$ cat config.mk
export PLATFORM = sky130hd
export DESIGN_NAME = pushSteer
export DESIGN_NICKNAME = d
export VERILOG_FILES = /design/src/hw/rxBufferPkg.sv /design/src/hw/pushSteer.sv
export SDC_FILE = /design/constraint.sdc
export NUM_CORES = 1
export LEC_CHECK = 0
export ABC_AREA = 1
export ABC_CLOCK_PERIOD_IN_PS = 3100
export BUFFER_PORTS_ARGS = -buffer_cell sky130_fd_sc_hd__buf_4
export CAP_MARGIN = 30
export CORE_AREA = 8 8 108 110
export DETAILED_ROUTE_END_ITERATION = 16
export DIE_AREA = 0 0 116 118
export MAX_ROUTING_LAYER = met4
export SLEW_MARGIN = 15
export SYNTH_ARGS = -nofsm -noshare
export SYNTH_HDL_FRONTEND = slang
export SYNTH_SLANG_ARGS = --single-unit
$ cat constraint.sdc
create_clock -name vclk -period 3.1
set_clock_uncertainty 0.05 [all_clocks]
set_input_delay 0.465 -clock vclk [all_inputs]
set_output_delay 0.465 -clock vclk [all_outputs]
set_load 0.05 [all_outputs]
$ cat src/hw/rxBufferPkg.sv
// Width constants, push beat struct and read request struct for the receive buffer

package rxBufferPkg;

   // ========================================================================
   // Sizes
   // ========================================================================

   // One data beat
   localparam int dataWidth = 256;

   // Queues, FIFOs and pool slots
   localparam int numQueues = 16;
   localparam int queueBits = 4;

   // Extra top bit tells a full pool from an empty one
   localparam int ptrBits = queueBits + 1;

   // ========================================================================
   // Bundles
   // ========================================================================

   // Incoming beat tagged with its queue number
   typedef struct packed {
      logic [queueBits-1:0] queue;
      logic [dataWidth-1:0] data;
   } pushBeat;

   // Host read, offset counted from the base slot
   typedef struct packed {
      logic                 valid;
      logic [queueBits-1:0] offset;
   } readReq;

endpackage
$ cat src/hw/pushSteer.sv
// Push beat steering into one queue strobe, with ready from that queue's full flag

`timescale 1ns/10ps

module pushSteer (
   input  logic                             pushValid,
   input  rxBufferPkg::pushBeat             pushIn,
   input  logic [rxBufferPkg::numQueues-1:0] fullFlags,
   output logic                             pushReady,
   output logic [rxBufferPkg::numQueues-1:0] pushStrobes
);

   import rxBufferPkg::*;

   logic accept;

   // ========================================================================
   // Handshake
   // ========================================================================

   // Only the addressed queue can stall the source
   assign pushReady = ~fullFlags[pushIn.queue];

   assign accept = pushValid & pushReady;

   // ========================================================================
   // Queue decode
   // ========================================================================

   always_comb begin
      pushStrobes = '0;
      for (int q = 0; q < numQueues; q++) begin
         if (accept && (pushIn.queue == queueBits'(q))) begin
            pushStrobes[q] = 1'b1;
         end
      end
   end

endmodule

==> metrics <==
met2 routing resource usage after global routing=0.0644; Synth Net Count=370; required time worst endpoint=2580 ps; sequential cell fraction of total power=0; finished layout cell area=893 µm²; fraction of final layout cells sized beyond drive strength 1=0.430; VDD IR-drop max=0.0000274 V; Worst Path Buf+Inv=3; Post-Route WL=2380 µm; Achievable Freq=0.413 GHz; initial standard-cell utilization of the core=0.0477; unrepaired setup endpoints after global routing=false; count of placed standard cells in the final layout, fillers left out=264; cell area reported after detailed placement=893 µm²; routed wire length per instance=9.03 µm; CP Launch Type=primary input; number of global-route vias before repair=674; final layout net count=407; clock network fraction of design power=0; count of placed standard cells including taps=264; DRC violations left=0; min Tclk post-route=2420 ps; fill cell count=1192; sequential-to-total area share from yosys stat=0; Hold Path Class=in -> out; full die area=13700 µm²; final hold viol count=0; global route hottest layer=met2; CP Max Fanout=16; synth warn=0; post-layout total power=108 µW; remaining antenna violation count=0; met3 usage in global routing=0.0133; portion of total power attributed to combinational logic=1.000; number of flip-flops and latches=0; Final Cycle Share=0.782; final weighted congestion of routability-driven global placement=0.740; post-cts resize count=0; sequential cell area=0 µm²; pin count of the biggest net entering global routing=17; arrival time at the worst endpoint=1910 ps; count of endpoints failing setup in the final report=0; Slowest cell on crit path=sky130_fd_sc_hd__nand2_4; number of antenna violations at the first check in global routing=0; cell-internal power=37.5 µW; family with the most delay on the worst path=simple AND/OR/NAND/NOR gates; Port Buf Inserts=38; Max Cap Viol=0; Die Y=118 µm; PwrDens=120 nW/µm²; most frequent cells in the layout=56 x sky130_fd_sc_hd__nand2_1, 38 x sky130_fd_sc_hd__buf_4, 12 x sky130_fd_sc_hd__nor2_1; endpoint kind of the worst setup timing path=output pin; area share of the leading cell type in the synthesized netlist=0.441; max-slew violation count=0; layout-stage area growth over the synthesis result=87.4%; Post-Syn Area=477 µm²; Crit Path Category=in -> out; total grt overflow=0; static leakage power=0.408 nW; hold_ws=1380 ps; Netlist cell types=10; post-CTS setup-driven buffer insertion count=0; clkbuf count=0; cell types with the largest area share after synthesis=sky130_fd_sc_hd__nand2_1 44%, sky130_fd_sc_hd__nor2_4 26%, sky130_fd_sc_hd__nor2_1 9.4%, sky130_fd_sc_hd__nand2_2 5.2%, sky130_fd_sc_hd__buf_12 4.2%; cells along the critical path=buf_4 > inv_2 > nand2_1 > nand2_1 > nand2_1 > nand2_1 > nand2_2 > nand2_2 > nor2_4 > nand2_4 > nor2_1 > buf_4; count of pins on the block boundary=294; area of the core=10000 µm²; status=complete, no violations; Worst Max-Slew Pin Slew=427 ps; number of iterations in the first detailed-routing pass=4; Die X=116 µm; met1 capacity usage during global routing=0.0337; Setup TNS=0 ps; total number of vias=656; GR Util All Layers=0.0341; post-cts hold buffer count=0; diode insertion count for antenna repair=0; area leader, netlist=sky130_fd_sc_hd__nand2_1; Most Frequent Cell on Critical Path=sky130_fd_sc_hd__nand2_1; Relative slew margins=0.714; placed wire-length estimate after detailed placement=2150 µm; Sw Share=0.651; wire length of the first global-routing pass=3530 µm; commonest non-fill, non-tap cell in the layout=sky130_fd_sc_hd__nand2_1; net switching power=70.1 µW; synthesized instance count=93; drt initial violations=15; mean area per synthesized cell=5.13 µm²; cell row count=37; number of vias per cell=2.48; Slowest Stage Delay on Critical Path=210 ps
[power by group through the flow]
stage / combinational, mW / clock (mW) / sequential (mW)
after floorplan: 0.0741 / 0 / 0
after global placement: 0.109 / 0 / 0
after detailed placement: 0.110 / 0 / 0
after CTS: 0.111 / 0 / 0
after global routing: 0.118 / 0 / 0
final: 0.108 / 0 / 0
[per-stage QoR]
step,setup slack (ps),util
final,676,0.0893
after global routing,513,0.0893
after CTS,621,0.0893
after detailed placement,622,0.0893
after global placement,658,0.0893
after floorplan,581,-
[cells by family after synthesis]
kind of cell | Yosys count | share of synthesized area
simple gates | 84 | 0.871
buf+inv | 9 | 0.129
[synth_stat cells (all sizes together)]
cell type	instances
inv	6
buf	3
nor2	23
nand2	61
[final cells by class]
cell class	instances	area, µm²	area share
Multi-Input combinational cell	84	415	0.465
Tap cell	136	170	0.190
Inverter	6	22.5	0.0252
Timing Repair Buffer	38	285	0.319
[path summary, 6_finish.rpt]
path | depth (start not counted) | from | endpoint
max | 12 | pushIn[256] | pushStrobes[2]
min | 5 | pushIn[259] | pushStrobes[4]
[worst min-delay path: cells and delay by family]
kind,cells,cell delay (ps)
buffers and inverters,2,280
AND/OR/NAND/NOR,3,220
[layer usage]
layer / vias up / share of wire
met1: 294 / 0.37
met5: - / 0
li1: 343 / -
met3: 0 / 0.087
met4: 0 / 0
met2: 19 / 0.54
No activity file was read; power rests on OpenSTA's default activity.
