`src/hw/rxBufferPkg.sv`:
```
// Width constants, push beat struct and read request struct for the receive buffer

package rxBufferPkg;

   // ========================================================================
   // Sizes
   // ========================================================================

   // One data beat
   localparam int dataWidth = 256;

   // Queues, FIFOs and pool slots
   localparam int numQueues = 16;
   localparam int queueBits = 4;

   // Extra top bit tells a full pool from an empty one
   localparam int ptrBits = queueBits + 1;

   // ========================================================================
   // Bundles
   // ========================================================================

   // Incoming beat tagged with its queue number
   typedef struct packed {
      logic [queueBits-1:0] queue;
      logic [dataWidth-1:0] data;
   } pushBeat;

   // Host read, offset counted from the base slot
   typedef struct packed {
      logic                 valid;
      logic [queueBits-1:0] offset;
   } readReq;

endpackage
```
`src/hw/queueFifo.sv`:
```
// Per-queue FIFO with circular store, occupancy count, full and empty flags

`timescale 1ns/10ps

module queueFifo #(
   parameter int fifoDepth = 8
) (
   input  logic                             clock,
   input  logic                             reset,
   input  logic                             push,
   input  logic [rxBufferPkg::dataWidth-1:0] dataIn,
   input  logic                             pop,
   output logic [rxBufferPkg::dataWidth-1:0] dataOut,
   output logic                             full,
   output logic                             empty
);

   import rxBufferPkg::*;

   localparam int addrBits = $clog2(fifoDepth);

   logic [dataWidth-1:0] store [fifoDepth];
   logic [addrBits-1:0]  writePtr;
   logic [addrBits-1:0]  readPtr;
   logic [addrBits:0]    count;

   // ========================================================================
   // Storage
   // ========================================================================

   always_ff @(posedge clock) begin
      if (push) begin
         store[writePtr] <= dataIn;
      end
   end

   // Head word is visible without a pop
   assign dataOut = store[readPtr];

   // ========================================================================
   // Pointers and occupancy
   // ========================================================================

   always_ff @(posedge clock or negedge reset) begin
      if (!reset) begin
         writePtr <= '0;
         readPtr  <= '0;
         count    <= '0;
      end else begin
         if (push) begin
            writePtr <= writePtr + 1'b1;
         end
         if (pop) begin
            readPtr <= readPtr + 1'b1;
         end
         case ({push, pop})
            2'b10:   count <= count + 1'b1;
            2'b01:   count <= count - 1'b1;
            default: count <= count;
         endcase
      end
   end

   assign full  = (count == (addrBits + 1)'(fifoDepth));
   assign empty = (count == '0);

   // Steering and mapping logic must never overrun or underrun a queue
   pushWhenFull: assert property (@(posedge clock) disable iff (!reset)
      push |-> !full)
      else $error("queueFifo push while full");

   popWhenEmpty: assert property (@(posedge clock) disable iff (!reset)
      pop |-> !empty)
      else $error("queueFifo pop while empty");

endmodule

```
`config.mk`:
```
export PLATFORM = sky130hd
export DESIGN_NAME = queueFifo
export DESIGN_NICKNAME = d
export VERILOG_FILES = /design/src/hw/rxBufferPkg.sv /design/src/hw/queueFifo.sv
export SDC_FILE = /design/constraint.sdc
export NUM_CORES = 2
export LEC_CHECK = 0
export BUFFER_PORTS_ARGS = -buffer_cell sky130_fd_sc_hd__buf_2
export CORE_MARGIN = 2
export CORE_UTILIZATION = 50
export DETAILED_ROUTE_END_ITERATION = 8
export PLACE_DENSITY = 0.67
export SLEW_MARGIN = 20
export SYNTH_ARGS = -nofsm -noshare
export SYNTH_HDL_FRONTEND = slang
export SYNTH_SLANG_ARGS = --single-unit
```
`constraint.sdc`:
```
create_clock -name clock -period 54.2 [get_ports clock]
set_input_delay 5.42 -clock clock [delete_from_list [all_inputs] [get_ports clock]]
set_output_delay 5.42 -clock clock [all_outputs]
set_load 0.01 [all_outputs]
```
==> impl_metrics.ini <==
[status]
status = complete, no violations

[clocking]
cts_resized = 0
clkTransAtPathRegs_ps = 60
root_buffer = clkbuf_16
cts_tree = built
clk_latency_ps = 820
cts_made_buffers = 205
post_cts_buffers = 0
htree_levels = 4
cts_hold_buf = 0
cts_sinks = 2058
cts_max_path_buffers = 3

[logic_synthesis]
synthFlopType = edfxtp_1
synth_edf_count = 2048
synthCells = 3013
avgSynthCellArea_um2 = 25.70
yosysWarnings = 0
ys_seq_elements = 2058
synth_cell_types = 23
ys_seq_area_frac = 0.7975
synthArstFlopShare = 0.004859
netlist_area_um2 = 77430
synth.net_count = 3278

[final_layout]
layout_commonest_cell = edfxtp_1
drive_above_1_share = 0.4285
fin_cells = 5876
final_cell_mix = edfxtp_1, buf_2, mux4_2
fin_nets = 3910
syn_to_final_growth_pct = 14.62
fin_util = 0.5768

[critical_path]
arrival_ps = 6370
max_stage_delay_ps = 1050
endpoint_kind = output port
cp.required_ps = 48780
path_delay_family = buffers and inverters
critPathSlowestCell = dfrtp_4
worstPathMaxFanout = 101
r2r_slack_ps = 49800
rr_worst_depth = 5
reg2reg_to = store[3][48]$_DFFE_PP_
crit_buf_inv = 5
timing.rr.start = writePtr[2]$_DFFE_PN0P_
worstPathCellList = buf_4 -> buf_4 -> buf_12 -> buf_4 -> mux4_2 -> mux2_2 -> buf_2
critPathLaunchType = flip-flop
timing.critical_path.mode_cell = buf_4
criticalPathCategory = flip-flop to output port
cp.depth = 7

[pwr]
power_leakage_nw = 28.62
power.density_nw_per_um2 = 54.67
irDropWorstVdd_mv = 0.06379

[grt]
grt_pass1_vias = 35160
grt_max_degree = 125
antenna_found_initial = 59
grt_pass1_wl_mm = 230.2
grt_remaining_overflow = 0
track_usage = 0.1980

[floorplan]
fp.dieW_um = 397.5
dieHeight_um = 397.5
start_util = 0.5032
core_um2 = 153900
die_area_um2 = 158000
rows = 144
io_pins = 518

[detailed_routing]
wl_per_cell_um = 26.70
drtPass1Iterations = 5
ant_nets = 0
vias = 33840
route.detailed.drc = 0
initialDrtViolationCount = 2493
vias_per_cell = 5.758
drt-total-wl_mm = 156.9

[timing]
min_period_ps = 11790
setup_tns_ps = 0
fin_ws_ps = 42410
finalSetupViolations = 0
max-slew-margin-rel = 0.2139
rsz0062_at_grt = false
tightest_slew_ps = 1179
hold_viol_final = 0
finalCritPeriodShare = 0.2175
max_freq_mhz = 84.83
slew_viol_final = 0
whs_ps = 502.6
final.setup_skew_ps = 49.39

[placement]
dp_slack_ps = 42970
place.detailed.hpwl_mm = 82.65
globalplace.congestion = 0.7339
dp.cells = 5482
portBuffers = 517

[hold_path]
hp-class = flip-flop to flip-flop
holdPathStages = 1
worstHoldStart = count[3]$_DFFE_PN0P_
holdPathEnd = count[3]$_DFFE_PN0P_

[job]
cap_violations = 0
worst reg2reg max path, stage by stage (launching register included):
cell	delay, ps
dfrtp_1	450
nand2b_1	260
nor2_4	650
buf_4	790
buf_4	880
buf_4	920
worst max-delay path by stage:
stage                                      start  slack, ps                    end
after floorplan                             push      30280  store[0][0]$_DFFE_PP_
after global placement    readPtr[0]$_DFFE_PN0P_      43000           dataOut[155]
after detailed placement  readPtr[0]$_DFFE_PN0P_      42970           dataOut[193]
after CTS                 readPtr[0]$_DFFE_PN0P_      42050           dataOut[137]
after global routing      readPtr[0]$_DFFE_PN0P_      41670            dataOut[91]
final                     readPtr[0]$_DFFE_PN0P_      42410           dataOut[137]
cells in the mapped netlist, drive strengths merged (2+ instances only):
library cell / instances / area (um^2)
nand2: 4 / 15.01
mux2: 259 / 2917
nand2b: 3 / 18.77
buf: 92 / 758.2
mux4: 512 / 11530
clkbuf: 51 / 191.4
nor2b: 3 / 18.77
nor3: 2 / 10.01
edfxtp: 2048 / 61500
dfrtp: 10 / 250.2
xor2: 6 / 52.55
ha: 5 / 62.56
a21oi: 2 / 10.01
nor2: 7 / 26.28
xnor2: 3 / 26.28
layout make-up:
| cell class | instances | area, um^2 |
|---|---|---|
| clock inverter | 128 | 1104 |
| timing repair buffer | 568 | 3112 |
| fill | 11030 | 65120 |
| clock buffer | 257 | 5410 |
| multi-input combinational | 811 | 14780 |
| tap | 2044 | 2557 |
| antenna | 9 | 22.52 |
| inverter | 1 | 3.754 |
| sequential | 2058 | 61760 |
kinds of logic after synthesis:
| family | Yosys count | synth area share |
|---|---|---|
| compound gates | 4 | 0.0003233 |
| xor+xnor | 9 | 0.001018 |
| fa+ha+maj | 5 | 0.0008080 |
| buf+inv | 144 | 0.01231 |
| flops | 2058 | 0.7975 |
| mux | 771 | 0.1866 |
| simple gates | 22 | 0.001422 |
sequential cells by signal (all words and copies together), names as in the netlist:
signal and count:
store 2048, count 4, readPtr 3, writePtr 3
per-layer routing:
layer	vias up	wire, um	share of wire	global-route usage
met5	-	425	0.0027	0
met4	66	3163	0.020	0.05053
met3	298	11230	0.072	0.05632
met2	1018	76970	0.49	0.3161
met1	18110	65120	0.42	0.2715
li1	14340	-	-	-
report_power, final:
part           internal, mW  leakage [nW]  switching, mW  total (mW)
Sequential             2.00          18.7         0.0726        2.07
Clock                 0.771          3.17          0.580        1.35
Combinational         0.669          6.73          0.762        1.43
through the flow:
stage	cell area (um^2)	total power, mW
3_3_place_gp	82210	3.555
4_1_cts	88720	4.927
2_1_floorplan	77430	3.178
3_5_place_dp	82210	3.569
6_report	88750	4.852
5_1_grt	88740	5.063
No activity file was read; power rests on OpenSTA's default activity.
