==> src/hw/rxBufferPkg.sv <==
// Width constants, push beat struct and read request struct for the receive buffer

package rxBufferPkg;

   // ========================================================================
   // Sizes
   // ========================================================================

   // One data beat
   localparam int dataWidth = 256;

   // Queues, FIFOs and pool slots
   localparam int numQueues = 16;
   localparam int queueBits = 4;

   // Extra top bit tells a full pool from an empty one
   localparam int ptrBits = queueBits + 1;

   // ========================================================================
   // Bundles
   // ========================================================================

   // Incoming beat tagged with its queue number
   typedef struct packed {
      logic [queueBits-1:0] queue;
      logic [dataWidth-1:0] data;
   } pushBeat;

   // Host read, offset counted from the base slot
   typedef struct packed {
      logic                 valid;
      logic [queueBits-1:0] offset;
   } readReq;

endpackage
==> src/hw/bufferPool.sv <==
// Slot-pool ledger with register and release pointers, free count and full/empty flags

`timescale 1ns/10ps

module bufferPool (
   input  logic                           clock,
   input  logic                           reset,
   input  logic                           bufRegister,
   input  logic [2:0]                     rgstrNum,
   input  logic                           bufRelease,
   output logic [rxBufferPkg::ptrBits-1:0] rgstrPtr,
   output logic [rxBufferPkg::ptrBits-1:0] releasePtr,
   output logic [rxBufferPkg::ptrBits-1:0] lastNum,
   output logic                           poolFull,
   output logic                           poolEmpty
);

   import rxBufferPkg::*;

   logic [ptrBits-1:0] claimCount;
   logic [ptrBits-1:0] freeCount;
   logic [ptrBits-1:0] nextRgstrPtr;
   logic [ptrBits-1:0] nextReleasePtr;
   logic [ptrBits-1:0] nextLastNum;

   // ========================================================================
   // Next state
   // ========================================================================

   assign claimCount = bufRegister ? ptrBits'(rgstrNum) : '0;
   assign freeCount  = bufRelease ? ptrBits'(1) : '0;

   assign nextRgstrPtr   = rgstrPtr + claimCount;
   assign nextReleasePtr = releasePtr + freeCount;

   // Register and release in the same cycle both count
   assign nextLastNum = lastNum - claimCount + freeCount;

   always_ff @(posedge clock or negedge reset) begin
      if (!reset) begin
         rgstrPtr   <= '0;
         releasePtr <= '0;
         lastNum    <= ptrBits'(numQueues);
      end else begin
         rgstrPtr   <= nextRgstrPtr;
         releasePtr <= nextReleasePtr;
         lastNum    <= nextLastNum;
      end
   end

   // ========================================================================
   // Flags
   // ========================================================================

   // Same slot, different lap
   assign poolFull = (rgstrPtr[queueBits-1:0] == releasePtr[queueBits-1:0]) &&
                     (rgstrPtr[ptrBits-1] != releasePtr[ptrBits-1]);

   assign poolEmpty = (rgstrPtr == releasePtr);

   overRegister: assert property (@(posedge clock) disable iff (!reset)
      bufRegister |-> (ptrBits'(rgstrNum) <= lastNum))
      else $error("bufferPool registers more slots than are free");

   releaseEmpty: assert property (@(posedge clock) disable iff (!reset)
      bufRelease |-> !poolEmpty)
      else $error("bufferPool release on an empty pool");

endmodule

==> config.mk <==
export PLATFORM = sky130hd
export DESIGN_NAME = bufferPool
export DESIGN_NICKNAME = d
export VERILOG_FILES = /design/src/hw/rxBufferPkg.sv /design/src/hw/bufferPool.sv
export SDC_FILE = /design/constraint.sdc
export NUM_CORES = 1
export LEC_CHECK = 0
export ABC_AREA = 1
export BUFFER_PORTS_ARGS = -buffer_cell sky130_fd_sc_hd__buf_2
export CELL_PAD_IN_SITES_DETAIL_PLACEMENT = 1
export CELL_PAD_IN_SITES_GLOBAL_PLACEMENT = 2
export CORE_MARGIN = 4
export CORE_UTILIZATION = 32
export DETAILED_ROUTE_END_ITERATION = 10
export PLACE_DENSITY_LB_ADDON = 0.05
export SLEW_MARGIN = 20
export SYNTH_ARGS = -nofsm -noshare
export SYNTH_HDL_FRONTEND = slang
export SYNTH_SLANG_ARGS = --single-unit
==> constraint.sdc <==
create_clock -name clock -period 3 [get_ports clock]
set_input_delay 0.15 -clock clock [delete_from_list [all_inputs] [get_ports clock]]
set_output_delay 0.15 -clock clock [all_outputs]
set_load 0.02 [all_outputs]
==> impl_metrics.ini, run 1 <==
[status]
status = complete, no violations

[timing]
final_max_slew_viol_count = 0
fmax_mhz = 545
timing.clock.skew_ns = 0.00861
layout_worst_path_cycle_share_pct = 61.1
slew-limit-headroom_pct = 75.3
grt_setup_unrepaired = false
finalCriticalPeriod_ns = 1.83
timing.final.ws_setup_ns = 1.17
timing.final.setup_violations = 0
setup_total_negative_slack_ns = 0
finalHoldViolations = 0
worst_pin_slew_ns = 0.370

[synth]
yosys_register_bits = 15
synthesis.yosys.warnings = 0
syn_avg_cell_area_um2 = 9.07
synth.lib_cells_used.distinct = 18
synth_seq_area_share_pct = 43.2
mappedNetlistNets = 113
mappedNetlistArea_um2 = 871
synth_instances = 96

[layout]
area.growth.synth_to_final_pct = 21.7
final_cell_mix = 23 x buf_2, 19 x nand2_1, 15 x inv_1
drive_above_1_share_pct = 24.2
finalCoreUtilization_pct = 41.6
antenna_cells = 0
finish.instance_area_um2 = 1060
finalNetCount = 142
most_common_cell_after_layout_fill_and_taps_aside = buf_2

[critical_path]
crit_slowest_cell = dfrtp_1
timing.critical_path.fanout_max = 3
crit_path_max_incr_delay_ns = 0.41
cp.arrival_ns = 2.07
ff2ff_setup_slack_ns = 1.17
timing_worst_setup_path_type = flop to flop
critPathLaunchType = flop
critical_path.most_common_cell = nand2_1
worst-path-buf-inv = 2
worstReg2RegStart = lastNum[0]
critical_path.reg2reg.endpoint = lastNum[4]
cp.required_ns = 3.24
worst_case_reg_to_reg_path_depth = 11
timing.critical_path.to_type = flop
crit_family = adder cells
crit_path_cell_trace = nor2_1 -> inv_1 -> nand2_1 -> ha_1 -> inv_1 -> fa_1 -> nor2_1 -> o21ai_0 -> nand2_1 -> nand2_1 -> nand2_1

[clock_tree]
cts_root_buf = clkbuf_4
ctsHtreeMaxLevel = 1
cts.sinks = 15
worstSkewPairLatency_ns = 0.29
cts.reportedPaths.clkPinSlew_ns = 0.10
cts_made_buffers = 3
tritoncts_clock_tree = done
clock_path_buffers = 2

[floorplan]
floorplan.die.width_um = 60.2
io-pin-count = 24
core-area_um2 = 2540
placement_rows = 18
initial_core_utilization_pct = 34.2
fp.dieArea_um2 = 3620
die_y_um = 60.2

[global_route]
grt_first_pass_wirelength_um = 3310
grt-ovfl-total = 0
grt_max_degree = 16
grt_antenna_before_repair = 0
first_global_vias = 682
grt_usage_pct = 12.8

[placement]
post_dp_cell_area_um2 = 1020
hpwlAfterDp_um = 1590
gp_congestion = 0.814
placement.io_buffers = 23
pre_cts_slack_ns = 1.19

[worst_hold_path]
hold_depth = 2
min_from = bufRelease
worstHoldPathType = input port to flop
worst_hold_path.endpoint = releasePtr[0]

[route]
route.antenna.remaining_nets = 0
detailroute.via_count = 705
avgRoutedWirePerCell_um = 12.8
drt-total-wl_um = 1980
drt_pre_antenna_iters = 4
drc_errors = 0
drtIter0Drc = 14
viasPerCell = 4.58

[pwr]
irDropWorstVdd_v = 0.000497
power-per-cell-area_nw_per_um2 = 1160
power_mw = 1.23
p_leak_nw = 0.586

[flow_run]
timing.max_cap.violations = 0
[report_power, final]
group,internal [mW],switching (mW),total (mW)
Sequential,0.313,0.111,0.423
Clock,0.0518,0.0715,0.123
Combinational,0.274,0.412,0.686
[timing repair]
action	in CTS	in global routing
gates resized for setup	0	0
buffers inserted	0	0
endpoints found under the hold margin	14	0
setup endpoints to repair	0	0
hold buffers	1	0
[cell usage after synthesis]
cell type  number  area, µm²
dfrtp_1        14        350
a21oi_1         2       10.0
nand3_1         6       30.0
nand3b_1        1       7.51
ha_1            8        100
nor2_1          9       33.8
nand2_1        19       71.3
clkinv_1        1       3.75
nand2_2         2       12.5
inv_1          15       56.3
xnor2_1         4       35.0
o21ai_0         1       5.00
xor2_1          8       70.1
and2_1          1       6.26
fa_1            2       40.0
nor2_2          1       6.26
nand4_1         1       6.26
dfstp_2         1       26.3
[cell families (layout without fill, tap and decap cells)]
| family | after synthesis | count (layout) | share of synthesized area [%] |
|---|---|---|---|
| compound gates | 3 | 3 | 1.72 |
| simple gates | 40 | 40 | 20.0 |
| fa+ha+maj | 10 | 10 | 16.1 |
| buf+inv | 16 | 44 | 6.90 |
| flops | 15 | 15 | 43.2 |
| xor+xnor | 12 | 12 | 12.1 |
[routing by layer]
layer / up-vias / wire length (µm) / global-route usage [%]
met5: - / 0 / 0
met4: 0 / 36 / 5.70
met3: 5 / 154 / 4.32
met2: 21 / 849 / 19.8
met1: 331 / 935 / 16.1
li1: 348 / - / -
[sequential cells by signal, summed over array words and instances (netlist names)]
register    flops
lastNum         5
releasePtr      5
rgstrPtr        5
[worst max path at each step]
stage	start	endpoint	slack (ns)	cells after the start
floorplan	lastNum[0]	lastNum[4]	1.26	11
global placement	lastNum[0]	lastNum[4]	1.26	11
detailed placement	lastNum[0]	lastNum[4]	1.19	11
CTS	lastNum[0]	lastNum[4]	1.14	11
global route	lastNum[0]	lastNum[4]	0.99	11
finish	lastNum[0]	lastNum[4]	1.17	11
[final cells by class]
| cell class | instances | area [µm²] |
|---|---|---|
| Clock buffer | 4 | 26.3 |
| Fill cell | 311 | 1490 |
| Inverter | 16 | 60.1 |
| Multi-Input combinational cell | 65 | 434 |
| Sequential cell | 15 | 377 |
| Tap cell | 30 | 37.5 |
| Timing Repair Buffer | 24 | 125 |
[metrics by stage]
| stage | std cells | hold WS (ns) |
|---|---|---|
| after global placement | 149 | 0.0857 |
| final | 154 | 0.110 |
| after detailed placement | 149 | 0.0960 |
| after global routing | 154 | 0.113 |
| after floorplan | 96 | -0.146 |
| after CTS | 154 | 0.101 |
Note: power is estimated with default switching activity, not from simulation.
==> run 2, diff against run 1 <==
--- a/config.mk
+++ b/config.mk
@@ -10,7 +10,7 @@
 export CELL_PAD_IN_SITES_DETAIL_PLACEMENT = 1
 export CELL_PAD_IN_SITES_GLOBAL_PLACEMENT = 2
 export CORE_MARGIN = 4
-export CORE_UTILIZATION = 32
+export CORE_UTILIZATION = 29
 export DETAILED_ROUTE_END_ITERATION = 10
 export PLACE_DENSITY_LB_ADDON = 0.05
 export SLEW_MARGIN = 20
==> constraint.sdc (replaced) <==
create_clock -name clock -period 1.7 [get_ports clock]
set_input_delay 0.085 -clock clock [delete_from_list [all_inputs] [get_ports clock]]
set_output_delay 0.085 -clock clock [all_outputs]
set_load 0.02 [all_outputs]
==> impl_metrics.ini, run 2 (synthesis gave the netlist of run 1 again) <==
[worst_hold_path]
min_from = rgstrNum[0]
hold_depth = 3
worstHoldPathType = input port to flop

[floorplan]
initial_core_utilization_pct = 31.0
die_y_um = 62.8
placement_rows = 19
floorplan.die.width_um = 62.8
io-pin-count = 24
fp.dieArea_um2 = 3940
core-area_um2 = 2810

[placement]
post_dp_cell_area_um2 = 1050
pre_cts_slack_ns = -0.0115
gp_congestion = 0.714
hpwlAfterDp_um = 1590
placement.io_buffers = 23
place.detailed.instances = 153

[clock_tree]
cts.sinks = 15
worstSkewPairLatency_ns = 0.28
cts_made_buffers = 3
clock_path_buffers = 2
ctsHtreeMaxLevel = 1
tritoncts_clock_tree = done
cts.reportedPaths.clkPinSlew_ns = 0.10
cts_root_buf = clkbuf_4

[timing]
layout_worst_path_cycle_share_pct = 92.1
grt_setup_unrepaired = false
timing.final.setup_violations = 0
timing.final.ws_setup_ns = 0.134
worst_pin_slew_ns = 0.363
fmax_mhz = 639
finalCriticalPeriod_ns = 1.57
final_max_slew_viol_count = 0
timing.clock.skew_ns = 0.00715
finalHoldViolations = 0
slew-limit-headroom_pct = 75.8

[route]
drt-total-wl_um = 1910
met3WireLength_um = 115
top_layer_used = met4
viasPerCell = 4.51
routedLengthMet1_um = 891
met2_wl_um = 889
avgRoutedWirePerCell_um = 12.0
drc_errors = 0
route.antenna.remaining_nets = 0
drt_pre_antenna_iters = 2
drtIter0Drc = 6
detailroute.via_count = 717

[critical_path]
timing.critical_path.fanout_max = 2
critical_path.most_common_cell = nand2_1
crit_slowest_cell = dfrtp_1
crit_path_max_incr_delay_ns = 0.40
timing.critical_path.from = lastNum[1]
crit_path_cell_trace = ha_1 -> inv_1 -> fa_2 -> nor2_2 -> o21ai_2 -> nand2_1 -> nand2_1 -> nand2_1
timing_worst_setup_path_type = flop to flop
cp.required_ns = 1.92
cp.arrival_ns = 1.79
critPathLaunchType = flop
worst_case_reg_to_reg_path_depth = 8
worstReg2RegStart = lastNum[1]
timing.critical_path.to_type = flop

[pwr]
power-per-cell-area_nw_per_um2 = 2000
irDropWorstVdd_v = 0.000509
p_leak_nw = 0.604
power_mw = 2.25

[global_route]
grt_usage_pct = 10.9
grt_max_degree = 16
grt-ovfl-total = 0
grt_antenna_before_repair = 0
grt_first_pass_wirelength_um = 3500
first_global_vias = 797

[flow_run]
timing.max_cap.violations = 0

[layout]
finish.instance_area_um2 = 1120
final_cell_mix = 23 x buf_2, 18 x nand2_1, 13 x inv_1, 13 x dfrtp_1, 8 x xor2_1
biggestRegsByFlops = lastNum (5), releasePtr (5), rgstrPtr (5)
seqCellArea_um2 = 378
instances_no_fill = 159
finalCoreUtilization_pct = 40.1
multiInputGateArea_um2 = 465
number_of_filler_instances_in_the_final_layout = 350
most_common_cell_after_layout_fill_and_taps_aside = buf_2
antenna_cells = 0
drive_above_1_share_pct = 33.6
finalNetCount = 146
area.growth.synth_to_final_pct = 29.0

[status]
status = complete, no violations
run 2: cell count changes in the layout (fill, tap and decap cells not counted), sizes merged:
cell	before	now
buf	23	27
run 2: what timing repair did:
item / CTS / global route
endpoints found under the hold margin: 14 / 0
gates resized for setup: 1 / 9
pin swaps: 0 / 6
setup endpoints to repair: 1 / 1
setup buffers: 0 / 1
hold buffers: 1 / 0
run 2: worst max-delay path: cells and delay by family (launching register included):
kind / cells / cell delay [ns]
AOI/OAI and AO/OA: 1 / 0.07
adders and majority gates: 2 / 0.71
buffers and inverters: 1 / 0.07
DFF: 1 / 0.40
and+or+nand+nor: 4 / 0.26
run 2: metrics by stage:
step                hold WS (ns)  setup TNS (ns)
floorplan                 -0.211               0
global placement          0.0245               0
detailed placement        0.0245         -0.0115
CTS                       0.0629               0
global route              0.0672               0
finish                    0.0721               0
run 2: worst paths after layout:
check	to	slack, ns
max	lastNum[4]	0.13
min reg2reg	releasePtr[4]	0.52
max reg2reg	lastNum[4]	0.13
min	rgstrPtr[0]	0.07
min in group asynchronous	releasePtr[3]	0.24
max in group asynchronous	lastNum[4]	1.15
run 2: power breakdown:
| part | internal (mW) | leakage, nW | switching (mW) | total [mW] |
|---|---|---|---|---|
| combinational | 0.534 | 0.415 | 0.748 | 1.28 |
| sequential | 0.554 | 0.174 | 0.203 | 0.757 |
| clock | 0.0908 | 0.0150 | 0.116 | 0.206 |
| total | 1.18 | 0.604 | 1.07 | 2.25 |
run 2: routing by layer:
layer	vias up	GRT usage [%]
li1	360	-
met1	340	13.7
met2	15	18.2
met3	2	3.42
met4	0	2.48
met5	-	0
run 2: final cells by class:
class	count	share of cell area (%)
Multi-Input combinational cell	65	41.4
Clock buffer	4	2.34
Inverter	16	5.35
Sequential cell	15	33.6
Timing Repair Buffer	28	13.8
Tap cell	31	3.45
==> run 3, diff against run 2 <==
--- a/config.mk
+++ b/config.mk
@@ -10,7 +10,7 @@
 export CELL_PAD_IN_SITES_DETAIL_PLACEMENT = 1
 export CELL_PAD_IN_SITES_GLOBAL_PLACEMENT = 2
 export CORE_MARGIN = 4
-export CORE_UTILIZATION = 29
+export CORE_UTILIZATION = 32
 export DETAILED_ROUTE_END_ITERATION = 10
 export PLACE_DENSITY_LB_ADDON = 0.05
 export SLEW_MARGIN = 20
==> constraint.sdc (replaced) <==
create_clock -name clock -period 1.86 [get_ports clock]
set_input_delay 0.093 -clock clock [delete_from_list [all_inputs] [get_ports clock]]
set_output_delay 0.093 -clock clock [all_outputs]
set_load 0.02 [all_outputs]
==> impl_metrics.ini, run 3 (synthesis gave the netlist of run 1 again) <==
[status]
status = complete, no violations

[timing]
finalHoldViolations = 0
timing.final.setup_violations = 0
timing.clock.skew_ns = 0.00278
grt_setup_unrepaired = false
fmax_mhz = 601
final_max_slew_viol_count = 0
finalCriticalPeriod_ns = 1.66
setup_total_negative_slack_ns = 0
worst_pin_slew_ns = 0.360
slew-limit-headroom_pct = 76.0
layout_worst_path_cycle_share_pct = 89.4

[critical_path]
timing_worst_setup_path_type = flop to flop
ff2ff_setup_slack_ns = 0.20
crit_family = adder cells
critical_path.most_common_cell = nand2_1
timing.critical_path.from = lastNum[0]
worst-path-buf-inv = 2
critPathLaunchType = flop
cp.required_ns = 2.10
worstReg2RegStart = lastNum[0]
crit_path_max_incr_delay_ns = 0.41
cp.arrival_ns = 1.90
timing.critical_path.fanout_max = 2
timing.critical_path.to_type = flop
crit_path_cell_trace = nor2_2 -> inv_1 -> nand2_1 -> ha_1 -> inv_1 -> fa_2 -> nor2_1 -> o21ai_0 -> nand2_1 -> nand2_1 -> nand2_1
crit_slowest_cell = dfrtp_1

[pwr]
p_leak_nw = 0.598
irDropWorstVdd_v = 0.000940
power_mw = 2.02
power-per-cell-area_nw_per_um2 = 1870

[global_route]
grt-ovfl-total = 0
grt_max_degree = 16
grt_antenna_before_repair = 0
grt_usage_pct = 13.1
grt_first_pass_wirelength_um = 3440
first_global_vias = 758

[clock_tree]
worstSkewPairLatency_ns = 0.29
tritoncts_clock_tree = done
cts.reportedPaths.clkPinSlew_ns = 0.10
ctsHtreeMaxLevel = 1
clock_path_buffers = 2
cts_root_buf = clkbuf_4
cts_made_buffers = 3
cts.sinks = 15

[route]
viasPerCell = 4.40
route.antenna.remaining_nets = 0
drt-total-wl_um = 1980
detailroute.via_count = 687
drtIter0Drc = 14
avgRoutedWirePerCell_um = 12.7
drt_pre_antenna_iters = 2
drc_errors = 0

[worst_hold_path]
min_from = bufRelease
worstHoldPathType = input port to flop

[layout]
area.growth.synth_to_final_pct = 24.1
instances_no_fill = 156
antenna_cells = 0
seqCellArea_um2 = 377
final_cell_mix = 23 x buf_2, 19 x nand2_1, 15 x inv_1
drive_above_1_share_pct = 27.8
multiInputGateArea_um2 = 439
finalNetCount = 144
number_of_filler_instances_in_the_final_layout = 306
most_common_cell_after_layout_fill_and_taps_aside = buf_2
biggestRegsByFlops = lastNum (5), releasePtr (5), rgstrPtr (5)

[floorplan]
floorplan.die.width_um = 60.2
io-pin-count = 24
placement_rows = 18
die_y_um = 60.2
core-area_um2 = 2540
fp.dieArea_um2 = 3620
initial_core_utilization_pct = 34.2

[placement]
placement.io_buffers = 23
gp_congestion = 0.767
hpwlAfterDp_um = 1600
place.detailed.instances = 150

[flow_run]
timing.max_cap.violations = 0
[run 3: path summary, 6_finish.rpt]
path                                  to  depth (start not counted)
hold / removal                lastNum[0]                          2
hold reg to reg            releasePtr[4]                          1
setup reg to reg              lastNum[4]                         11
setup / recovery              lastNum[4]                         11
min in group asynchronous  releasePtr[3]                          2
max in group asynchronous     lastNum[4]                          2
[run 3: report_power, final]
part	internal, mW	total, mW	switching (mW)
clock	0.0799	0.199	0.119
sequential	0.504	0.684	0.180
combinational	0.462	1.14	0.675
total	1.05	2.02	0.974
[run 3: worst reg2reg max path, delay by kind of cell, from the launching register on]
kind                     cells  cell delay [ns]
adder cells (fa/ha/maj)      2             0.50
flip-flops                   1             0.41
AO/OA/AOI/OAI                1             0.10
buffers and inverters        2             0.12
AND/OR/NAND/NOR              6             0.47
[run 3: timing repair]
item | CTS | global route
setup buffers | 0 | 1
hold endpoints to repair | 14 | 0
hold buffers | 1 | 0
endpoints found under the setup margin | 0 | 1
resized for setup | 0 | 2
[run 3: per-layer routing]
layer	vias to the layer above	track usage, %	share of wire, %
met5	-	0	0
met2	18	19.8	45
li1	354	-	-
met1	313	17.8	49
met3	2	3.02	5.7
met4	0	5.70	0.71
[run 3: final cells by class]
type	count	area share, %
clock buffers	3	2.08
repair buffers	26	13.0
clock inverters	1	0.463
inverters	16	5.56
flip-flops and latches	15	34.8
multi-input cells	65	40.6
well taps	30	3.47
[run 3: stage by stage]
stage	setup slack [ns]	area, µm²	util, %	hold WS [ns]
after global routing	0.00757	1080	42.5	0.0428
after global placement	0.199	1030	40.5	0.0279
after floorplan	0.116	871	-	-0.203
final	0.197	1080	42.5	0.0666
after detailed placement	0.122	1030	40.5	0.0375
after CTS	0.0818	1070	42.0	0.0557
